<file path="src/hdl/rv_core_pkg.sv">
package rv_core_pkg;

  // base widths
  localparam int xlen       = 32;
  localparam int reg_addr_w = 5;

  typedef logic [xlen-1:0]       word_t;
  typedef logic [reg_addr_w-1:0] reg_addr_t;

  // major opcodes, inst[6:2]
  localparam logic [4:0] opcode_op     = 5'b01100;
  localparam logic [4:0] opcode_op_imm = 5'b00100;
  localparam logic [4:0] opcode_lui    = 5'b01101;
  localparam logic [4:0] opcode_auipc  = 5'b00101;
  localparam logic [4:0] opcode_jal    = 5'b11011;
  localparam logic [4:0] opcode_jalr   = 5'b11001;
  localparam logic [4:0] opcode_branch = 5'b11000;
  // stores only need their immediate format, they retire as no-ops
  localparam logic [4:0] opcode_store  = 5'b01000;

  // branch conditions
  localparam logic [2:0] funct3_beq  = 3'b000;
  localparam logic [2:0] funct3_bne  = 3'b001;
  localparam logic [2:0] funct3_blt  = 3'b100;
  localparam logic [2:0] funct3_bge  = 3'b101;
  localparam logic [2:0] funct3_bltu = 3'b110;
  localparam logic [2:0] funct3_bgeu = 3'b111;

  // alu shift right, srl or sra by inst[30]
  localparam logic [2:0] funct3_sr   = 3'b101;

  // encoded like the OP/OP_IMM funct3
  typedef enum logic [2:0] {
    alu_add  = 3'b000,
    alu_sll  = 3'b001,
    alu_slt  = 3'b010,
    alu_sltu = 3'b011,
    alu_xor  = 3'b100,
    alu_srl  = 3'b101,
    alu_or   = 3'b110,
    alu_and  = 3'b111
  } alu_op_t;

  // decode to execute
  typedef struct packed {
    logic      valid;
    word_t     pc;
    word_t     inst;
    word_t     imm;
    word_t     rs1_data;
    word_t     rs2_data;
    reg_addr_t rd_addr;
    logic      rd_wb;
    alu_op_t   alu_op;
    // sub / sra
    logic      alu_alt;
    // operand 1 is pc (auipc)
    logic      src1_pc;
    // operand 1 is zero (lui)
    logic      src1_zero;
    // operand 2 is the immediate
    logic      src2_imm;
  } dec_stage_t;

  // retired instruction, also drives the register file write
  typedef struct packed {
    logic      valid;
    word_t     pc;
    word_t     inst;
    reg_addr_t rd_addr;
    logic      rd_wb;
    word_t     rd_data;
  } commit_t;

endpackage

</file>
<file path="src/hdl/rv_alu.sv">
module rv_alu
  import rv_core_pkg::*;
(
  input  alu_op_t i_op,
  input  logic    i_alt,
  input  word_t   i_a,
  input  word_t   i_b,
  output word_t   o_y
);

  logic [4:0] shamt;

  assign shamt = i_b[4:0];

  always_comb begin
    case (i_op)
      alu_add: begin
        if (i_alt) begin
          o_y = i_a - i_b;
        end else begin
          o_y = i_a + i_b;
        end
      end
      alu_sll:  o_y = i_a << shamt;
      alu_slt:  o_y = {31'd0, $signed(i_a) < $signed(i_b)};
      alu_sltu: o_y = {31'd0, i_a < i_b};
      alu_xor:  o_y = i_a ^ i_b;
      alu_srl: begin
        // arithmetic shift keeps the sign
        if (i_alt) begin
          o_y = $unsigned($signed(i_a) >>> shamt);
        end else begin
          o_y = i_a >> shamt;
        end
      end
      alu_or:   o_y = i_a | i_b;
      alu_and:  o_y = i_a & i_b;
      default:  o_y = i_a + i_b;
    endcase
  end

endmodule

</file>
<file path="src/hdl/rv_core.sv">
module rv_core
  import rv_core_pkg::*;
(
  input  logic    clk,
  input  logic    nrst,
  output word_t   o_imem_addr,
  input  word_t   i_imem_data,
  input  logic    i_halt_req,
  input  logic    i_resume_req,
  input  word_t   i_resume_pc,
  output logic    o_halt,
  output commit_t o_commit
);

  logic       fetch_valid;
  word_t      fetch_pc;
  logic       stall;
  logic       redirect;
  word_t      target;
  reg_addr_t  rs1_addr;
  reg_addr_t  rs2_addr;
  word_t      rs1_data;
  word_t      rs2_data;
  logic       rs1_pending;
  logic       rs2_pending;
  logic       rd_pending;
  logic       claim;
  reg_addr_t  claim_addr;
  logic       release_rd;
  reg_addr_t  release_addr;
  dec_stage_t dec;

  rv_fetch i_fetch (
    .clk           (clk),
    .nrst          (nrst),
    .i_halt_req    (i_halt_req),
    .i_resume_req  (i_resume_req),
    .i_resume_pc   (i_resume_pc),
    .i_stall       (stall),
    .i_redirect    (redirect),
    .i_target      (target),
    .o_imem_addr   (o_imem_addr),
    .o_halt        (o_halt),
    .o_fetch_valid (fetch_valid),
    .o_fetch_pc    (fetch_pc)
  );

  rv_decode i_decode (
    .clk (clk), .nrst (nrst),
    .i_fetch_valid (fetch_valid), .i_fetch_pc (fetch_pc), .i_inst (i_imem_data),
    .i_flush (redirect), .o_rs1_addr (rs1_addr), .o_rs2_addr (rs2_addr),
    .i_rs1_data (rs1_data), .i_rs2_data (rs2_data), .i_rs1_pending (rs1_pending),
    .i_rs2_pending (rs2_pending), .i_rd_pending (rd_pending), .o_claim (claim),
    .o_claim_addr (claim_addr), .o_stall (stall), .o_dec (dec)
  );

  rv_regfile i_regfile (
    .clk (clk), .nrst (nrst), .i_rs1_addr (rs1_addr), .i_rs2_addr (rs2_addr),
    .o_rs1_data (rs1_data), .o_rs2_data (rs2_data), .o_rs1_pending (rs1_pending),
    .o_rs2_pending (rs2_pending), .o_rd_pending (rd_pending), .i_rd_addr (claim_addr),
    .i_claim (claim), .i_claim_addr (claim_addr), .i_release (release_rd),
    .i_release_addr (release_addr), .i_wr (o_commit)
  );

  rv_execute i_execute (
    .clk (clk), .nrst (nrst), .i_dec (dec), .o_redirect (redirect), .o_target (target),
    .o_release (release_rd), .o_release_addr (release_addr), .o_commit (o_commit)
  );

endmodule

</file>
<file path="src/hdl/rv_decode.sv">
module rv_decode
  import rv_core_pkg::*;
(
  input  logic       clk,
  input  logic       nrst,
  input  logic       i_fetch_valid,
  input  word_t      i_fetch_pc,
  input  word_t      i_inst,
  input  logic       i_flush,
  output reg_addr_t  o_rs1_addr,
  output reg_addr_t  o_rs2_addr,
  input  word_t      i_rs1_data,
  input  word_t      i_rs2_data,
  input  logic       i_rs1_pending,
  input  logic       i_rs2_pending,
  input  logic       i_rd_pending,
  output logic       o_claim,
  output reg_addr_t  o_claim_addr,
  output logic       o_stall,
  output dec_stage_t o_dec
);

  logic [4:0] opcode;
  logic [2:0] funct3;
  dec_stage_t dec_d;
  dec_stage_t dec_q;

  assign opcode = i_inst[6:2];
  assign funct3 = i_inst[14:12];

  assign o_rs1_addr   = i_inst[19:15];
  assign o_rs2_addr   = i_inst[24:20];
  assign o_claim_addr = i_inst[11:7];

  always_comb begin
    dec_d.pc       = i_fetch_pc;
    dec_d.inst     = i_inst;
    dec_d.rs1_data = i_rs1_data;
    dec_d.rs2_data = i_rs2_data;
    dec_d.rd_addr  = i_inst[11:7];

    case (opcode)
      opcode_store: dec_d.imm = {{20{i_inst[31]}}, i_inst[31:25], i_inst[11:7]};
      opcode_lui, opcode_auipc: dec_d.imm = {i_inst[31:12], 12'h000};
      opcode_jal: dec_d.imm = {{12{i_inst[31]}}, i_inst[19:12], i_inst[20],
                               i_inst[30:21], 1'b0};
      opcode_branch: dec_d.imm = {{20{i_inst[31]}}, i_inst[7], i_inst[30:25],
                                  i_inst[11:8], 1'b0};
      default: dec_d.imm = {{20{i_inst[31]}}, i_inst[31:20]};
    endcase

    dec_d.alu_op  = alu_add;
    dec_d.alu_alt = 1'b0;
    if (opcode == opcode_op) begin
      dec_d.alu_op  = alu_op_t'(funct3);
      dec_d.alu_alt = i_inst[30];
    end else if (opcode == opcode_op_imm) begin
      dec_d.alu_op  = alu_op_t'(funct3);
      // bit 30 is part of the immediate except for shifts right
      dec_d.alu_alt = (funct3 == funct3_sr) & i_inst[30];
    end else if (opcode == opcode_branch) begin
      case (funct3)
        funct3_beq, funct3_bne:   dec_d.alu_op = alu_xor;
        funct3_blt, funct3_bge:   dec_d.alu_op = alu_slt;
        funct3_bltu, funct3_bgeu: dec_d.alu_op = alu_sltu;
        default:                  dec_d.alu_op = alu_add;
      endcase
    end

    dec_d.src1_zero = (opcode == opcode_lui);
    dec_d.src1_pc   = (opcode == opcode_auipc);
    dec_d.src2_imm  = (opcode == opcode_op_imm) || (opcode == opcode_lui) ||
                      (opcode == opcode_auipc) || (opcode == opcode_jal) ||
                      (opcode == opcode_jalr);

    // fence and unknown opcodes never write
    dec_d.rd_wb = (dec_d.rd_addr != '0) &&
                  ((opcode == opcode_op) || (opcode == opcode_op_imm) ||
                   (opcode == opcode_lui) || (opcode == opcode_auipc) ||
                   (opcode == opcode_jal) || (opcode == opcode_jalr));

    dec_d.valid = i_fetch_valid & ~o_stall & ~i_flush;
  end

  // raw on either source, waw on the destination
  assign o_stall = i_fetch_valid &
                   (i_rs1_pending | i_rs2_pending | (dec_d.rd_wb & i_rd_pending));
  assign o_claim = dec_d.valid & dec_d.rd_wb;

  always_ff @(posedge clk) begin
    dec_q <= dec_d;
    if (!nrst) begin
      dec_q.valid <= 1'b0;
    end
  end

  assign o_dec = dec_q;

endmodule

</file>
<file path="src/hdl/rv_execute.sv">
module rv_execute
  import rv_core_pkg::*;
(
  input  logic       clk,
  input  logic       nrst,
  input  dec_stage_t i_dec,
  output logic       o_redirect,
  output word_t      o_target,
  output logic       o_release,
  output reg_addr_t  o_release_addr,
  output commit_t    o_commit
);

  dec_stage_t exec_q;
  commit_t    commit_q;
  logic [4:0] opcode;
  logic [2:0] funct3;
  logic       is_jal;
  logic       is_jalr;
  logic       taken;
  word_t      alu_a;
  word_t      alu_b;
  word_t      alu_y;

  assign opcode  = exec_q.inst[6:2];
  assign funct3  = exec_q.inst[14:12];
  assign is_jal  = (opcode == opcode_jal);
  assign is_jalr = (opcode == opcode_jalr);

  assign alu_a = exec_q.src1_zero ? '0 : (exec_q.src1_pc ? exec_q.pc : exec_q.rs1_data);
  assign alu_b = exec_q.src2_imm ? exec_q.imm : exec_q.rs2_data;

  rv_alu i_alu (
    .i_op  (exec_q.alu_op),
    .i_alt (exec_q.alu_alt),
    .i_a   (alu_a),
    .i_b   (alu_b),
    .o_y   (alu_y)
  );

  // beq, bge and bgeu take on a zero result
  always_comb begin
    case (funct3)
      funct3_beq, funct3_bge, funct3_bgeu: taken = (alu_y == '0);
      funct3_bne, funct3_blt, funct3_bltu: taken = (alu_y != '0);
      // funct3 010 and 011 are no branches
      default:                             taken = 1'b0;
    endcase
  end

  assign o_redirect = exec_q.valid & (is_jal | is_jalr | ((opcode == opcode_branch) & taken));
  assign o_target   = is_jalr ? ((exec_q.rs1_data + exec_q.imm) & ~32'd1) :
                      (exec_q.pc + exec_q.imm);

  // the decoded instruction behind a taken redirect gives back its claim
  assign o_release      = o_redirect & i_dec.valid & i_dec.rd_wb;
  assign o_release_addr = i_dec.rd_addr;

  always_ff @(posedge clk) begin
    exec_q         <= i_dec;
    exec_q.valid   <= i_dec.valid & ~o_redirect;
    commit_q.valid   <= exec_q.valid;
    commit_q.pc      <= exec_q.pc;
    commit_q.inst    <= exec_q.inst;
    commit_q.rd_addr <= exec_q.rd_addr;
    commit_q.rd_wb   <= exec_q.rd_wb;
    commit_q.rd_data <= (is_jal || is_jalr) ? exec_q.pc + 32'd4 : alu_y;
    if (!nrst) begin
      exec_q.valid   <= 1'b0;
      commit_q.valid <= 1'b0;
    end
  end

  assign o_commit = commit_q;

endmodule

</file>
<file path="src/hdl/rv_fetch.sv">
module rv_fetch
  import rv_core_pkg::*;
(
  input  logic  clk,
  input  logic  nrst,
  input  logic  i_halt_req,
  input  logic  i_resume_req,
  input  word_t i_resume_pc,
  input  logic  i_stall,
  input  logic  i_redirect,
  input  word_t i_target,
  output word_t o_imem_addr,
  output logic  o_halt,
  output logic  o_fetch_valid,
  output word_t o_fetch_pc
);

  logic  running_q;
  logic  fetch_valid_q;
  word_t fetch_pc_q;
  word_t next_addr;
  logic  next_valid;

  assign o_halt = ~running_q;

  // address goes out this cycle, the word comes back on the next
  always_comb begin
    if (~running_q && i_resume_req) begin
      next_addr  = i_resume_pc;
      next_valid = 1'b1;
    end else if (i_redirect) begin
      // the word arriving now is dropped by the decode flush
      next_addr  = i_target;
      next_valid = running_q;
    end else if (running_q && ~i_stall) begin
      next_addr  = fetch_pc_q + 32'd4;
      next_valid = 1'b1;
    end else begin
      // a stalled word is fetched again, even while halting
      next_addr  = fetch_pc_q;
      next_valid = fetch_valid_q & i_stall;
    end
  end

  assign o_imem_addr = next_addr;

  always_ff @(posedge clk) begin
    if (!nrst) begin
      running_q     <= 1'b0;
      fetch_valid_q <= 1'b0;
      fetch_pc_q    <= '0;
    end else begin
      if (~running_q && i_resume_req) begin
        running_q <= 1'b1;
      end else if (i_halt_req) begin
        running_q <= 1'b0;
      end
      fetch_valid_q <= next_valid;
      fetch_pc_q    <= next_addr;
    end
  end

  assign o_fetch_valid = fetch_valid_q;
  assign o_fetch_pc    = fetch_pc_q;

endmodule

</file>
<file path="src/hdl/rv_regfile.sv">
module rv_regfile
  import rv_core_pkg::*;
(
  input  logic      clk,
  input  logic      nrst,
  input  reg_addr_t i_rs1_addr,
  input  reg_addr_t i_rs2_addr,
  output word_t     o_rs1_data,
  output word_t     o_rs2_data,
  output logic      o_rs1_pending,
  output logic      o_rs2_pending,
  output logic      o_rd_pending,
  input  reg_addr_t i_rd_addr,
  input  logic      i_claim,
  input  reg_addr_t i_claim_addr,
  input  logic      i_release,
  input  reg_addr_t i_release_addr,
  input  commit_t   i_wr
);

  word_t       regs [32];
  logic [31:0] pending;
  logic        wr_en;

  assign wr_en = i_wr.valid & i_wr.rd_wb & (i_wr.rd_addr != '0);

  always_ff @(posedge clk) begin
    if (wr_en) begin
      regs[i_wr.rd_addr] <= i_wr.rd_data;
    end
  end

  // a claim in the same cycle as a clear wins
  always_ff @(posedge clk) begin
    if (!nrst) begin
      pending <= '0;
    end else begin
      if (wr_en) begin
        pending[i_wr.rd_addr] <= 1'b0;
      end
      if (i_release) begin
        pending[i_release_addr] <= 1'b0;
      end
      if (i_claim && i_claim_addr != '0) begin
        pending[i_claim_addr] <= 1'b1;
      end
    end
  end

  // write-through, so a committing value is usable in the same cycle
  assign o_rs1_data = (i_rs1_addr == '0) ? '0 :
                      (wr_en && i_wr.rd_addr == i_rs1_addr) ? i_wr.rd_data : regs[i_rs1_addr];
  assign o_rs2_data = (i_rs2_addr == '0) ? '0 :
                      (wr_en && i_wr.rd_addr == i_rs2_addr) ? i_wr.rd_data : regs[i_rs2_addr];

  assign o_rs1_pending = pending[i_rs1_addr] & ~(wr_en && i_wr.rd_addr == i_rs1_addr);
  assign o_rs2_pending = pending[i_rs2_addr] & ~(wr_en && i_wr.rd_addr == i_rs2_addr);
  assign o_rd_pending  = pending[i_rd_addr] & ~(wr_en && i_wr.rd_addr == i_rd_addr);

endmodule

</file>
<file path="config.mk">
export PLATFORM = sky130hd
export DESIGN_NAME = rv_core
export DESIGN_NICKNAME = d
export VERILOG_FILES = /design/src/hdl/rv_core_pkg.sv /design/src/hdl/rv_alu.sv /design/src/hdl/rv_core.sv /design/src/hdl/rv_decode.sv /design/src/hdl/rv_execute.sv /design/src/hdl/rv_fetch.sv /design/src/hdl/rv_regfile.sv
export SDC_FILE = /design/constraint.sdc
export NUM_CORES = 2
export LEC_CHECK = 0
export BUFFER_PORTS_ARGS = -buffer_cell sky130_fd_sc_hd__buf_2
export CORE_MARGIN = 3
export CORE_UTILIZATION = 26
export CTS_CLUSTER_DIAMETER = 60
export DETAILED_ROUTE_END_ITERATION = 10
export SLEW_MARGIN = 40
export SYNTH_ARGS = -nofsm -noshare
export SYNTH_HDL_FRONTEND = slang
export SYNTH_SLANG_ARGS = --single-unit
</file>
<file path="constraint.sdc">
create_clock -name clk -period 17.7 [get_ports clk]
set_clock_uncertainty 0.2 [all_clocks]
set_input_delay 3.54 -clock clk [delete_from_list [all_inputs] [get_ports clk]]
set_output_delay 3.54 -clock clk [all_outputs]
set_load 0.05 [all_outputs]
</file>
==> impl_results.md <==
* H-tree depth at 4
* Peak Freq at 0.0799 GHz
* Cell taking the most area after synthesis: edfxtp_1
* Peak supply drop at 0.0713 mV
* Post-place instance area at between 0.08 and 0.09 sq mm
* Max Root-Sink Buffers at 4
* Leading cell type in the layout, fill and taps excluded: edfxtp_1
* Core ar. at 0.292 sq mm
* Die height at 549 um
* R2r setup slk at between 9 and 10 ns
* Drt drc at 0
* Status: complete, no violations
* Drt first pass iters at 6
* Total grt overflow at 0
* Count of cells resized by post-cts repair at 0
* Fillers at 29200
* FF+latch count, synth at around 1500
* GPL Wtd Cong at 0.977
* Clock net sink count at 1524
* Synth top area cells: edfxtp_1 (40%), mux4_2 (15%), dfxtp_1 (13%)
* Register area share after synthesis at a little over half
* Post-DP HPWL at 189 mm
* Reg2reg end: i_regfile.pending[8]
* Min-delay src: i_decode.o_dec[41]
* Post-route design area at 0.0881 sq mm
* Initial antenna violation count at 14
* Startpoint Class: flop
* Max Slew Vio Count at 0
* Cell area power density at 116 mW/mm^2
* Vias at 55200
* Total GRT Usage at a little under a fifth
* Post-DR vias/cell at 5.51
* Gate Count Post-Synth at 5843
* Buf/Inv on CP at 6
* WHS at 0.113 ns
* FF-to-FF Start: i_execute.exec_q[0]
* Critical path class: reg2out
* First-pass GRT wire length at 406 mm
* Hold depth at 0
* WL/cell at 28.7 um
* CP most frequent cell: buf_4
* Inserted Clock Buffers at roughly 170
* Die area at 0.302 sq mm
* Share of layout cells above drive strength 1 at 22.0%
* Top cell type's share of synthesized area at 40.1%
* Worst path cell trace: buf_4 -> mux2i_4 -> buf_4 -> inv_2 -> buf_4 -> ha_1 -> nor2b_1 -> nor3_1 -> a2111oi_2 -> o21ai_0 -> a21oi_1 -> mux2i_1 -> o2111a_1 -> o2111ai_1 -> nor4_1 -> nand4_1 -> nor3_2 -> a21bo_2 -> nand3_2 -> buf_4 -> o2111ai_1 -> a31oi_1 -> buf_2
* Top cell family by delay on the critical path: compound AO/OA/AOI/OAI gates
* Clock transition at path regs at 0.06 ns
* Ys async rst share at 0%
* Setup TNS Final at 0 ns
* Vias in the first global route at ~54000
* Hold endpoint: i_execute.exec_q[41]
* Crit path DAT at 8.77 ns
* Max_slew headroom at 26.2%
* Crit path required time at 13.96 ns
* CP Capture Type: output port
* Port buffer count at roughly 200
* Most frequent cells in the layout: edfxtp_1 (1024), mux4_2 (500), dfxtp_1 (493), nor2_1 (339), nand2_1 (337)
* Measured slew at the worst slew-check pin at 1.10 ns
* Unique cell type count in the Yosys netlist at 99
* Area Growth Syn to Fin at 14.9%
* FP Rows at 198
* Clk Latency, worst-skew pair at approximately 0.84 ns
* Pleak at ~30 nW
* Fin crit share at between 70% and 80%
* CTS Root Cell: clkbuf_16
* Hold-fix buffers, CTS at 0
* CTS tree: done
* Largest net degree at the start of global routing at 119
* Worst Reg-to-Reg Cells at 23
* Final Hold Vio Count at 0
* Final setup viols at 0
* I/O pins at 204
* Final min period at 12.51 ns
* Number of synthesized flops with an enable pin at 1024
* Max-Cap Viols at 0
* Avg Cell Area, Syn at 13.1 sq um
* Hold Path Class: reg2reg
* Crit-path slowest cell: a2111oi_2
* Starting density of the core at 26.2%
* Post-CTS setup buffer count at 0
* Mapped Area at 0.0767 sq mm
* DRT iter0 DRCs at 7069
* Prevailing post-synth register cell: edfxtp_1
* RSZ-0062 raised after global routing: no
* Worst path max stage delay at 0.71 ns
* Final wirelength at 287 mm
* Critical-path maximum fanout at 46
* Fin nets at 6224
* Die Width at 549 um
* YS warnings at 0
* Remaining antenna violation count after routing at 0
==> power by group <==
| part | switching, mW | leakage [nW] | internal [mW] |
|---|---|---|---|
| registers | 0.143 | 13.4 | 4.28 |
| clock network | 1.46 | 2.55 | 1.93 |
| logic | 1.70 | 14.2 | 0.671 |
| total | 3.30 | 30.2 | 6.88 |
==> worst max-delay path by stage <==
stage                              from               to  slack (ns)  depth (start not counted)
finish              i_execute.exec_q[0]   o_imem_addr[0]        5.19                         23
CTS                 i_execute.exec_q[0]   o_imem_addr[0]        5.23                         23
global placement        i_imem_data[15]  o_imem_addr[31]        5.30                         17
global route        i_execute.exec_q[0]   o_imem_addr[0]        4.69                         23
floorplan               i_imem_data[15]  o_imem_addr[31]        6.05                         16
detailed placement      i_imem_data[15]  o_imem_addr[31]        5.54                         17
==> state kept, by name (all words and copies together), names as in the netlist <==
| signal | flops |
|---|---|
| i_fetch.o_fetch_pc | 32 |
| i_decode.o_dec | 168 |
| i_execute.o_commit | 98 |
| i_fetch.running_q | 1 |
| i_fetch.o_fetch_valid | 1 |
| i_execute.exec_q | 168 |
| i_regfile.regs | 1024 |
| i_regfile.pending | 32 |
==> final cells by class <==
class | count | area, sq um | share of cell area (%)
diodes | 9 | 22.5 | 0.0256
clock buffers | 203 | 4420 | 5.01
clock inverters | 84 | 798 | 0.906
inverters | 118 | 445 | 0.505
multi-input cells | 3807 | 34300 | 38.9
flip-flops and latches | 1524 | 40800 | 46.3
well taps | 3900 | 4880 | 5.54
repair buffers | 373 | 2530 | 2.88
==> synth_stat cells, types with 36 or more instances <==
library cell	count
ha_1	160
xor2_1	61
o211ai_1	152
mux2i_1	324
mux2_2	83
and2_1	39
nand3_1	74
a21oi_1	302
a211oi_1	71
nand2_1	339
mux4_2	500
nand4_1	36
a221oi_1	78
nor3_1	102
and3_1	36
xnor2_1	77
a22oi_1	83
nor2_1	375
edfxtp_1	1024
clkbuf_1	277
nor4_1	75
dfxtp_1	500
inv_1	110
o21ai_0	277
buf_1	85
==> per-stage QoR <==
stage	worst slack (ns)	std cells	power, mW	utilization, %
after floorplan	6.05	5874	5.88	-
after global placement	5.30	9716	6.78	28.2
after detailed placement	5.54	9721	6.81	28.3
after CTS	5.23	10000	10.2	30.1
after global routing	4.69	10000	10.5	30.1
final	5.19	10000	10.2	30.1
==> logic make-up (layout without fill, tap and decap cells) <==
| kind of cell | after synthesis | in the layout | synth area share, % |
|---|---|---|---|
| flip-flops | 1524 | 1524 | 53.1 |
| AO/OA/AOI/OAI | 1330 | 1330 | 11.8 |
| AND/OR/NAND/NOR | 1233 | 1233 | 7.64 |
| multiplexers | 910 | 910 | 20.2 |
| buffers and inverters | 543 | 778 | 2.91 |
| adder cells (fa/ha/maj) | 164 | 164 | 2.71 |
| XOR/XNOR | 138 | 138 | 1.58 |
| other | 1 | 41 | 0.00489 |
==> layer usage <==
layer | share of wire [%] | track usage, %
met5 | 0.0045 | 0
met4 | 4.2 | 7.15
met3 | 9.6 | 3.84
met2 | 46 | 29.0
met1 | 40 | 24.6
Power figures use the tool's default switching activity.
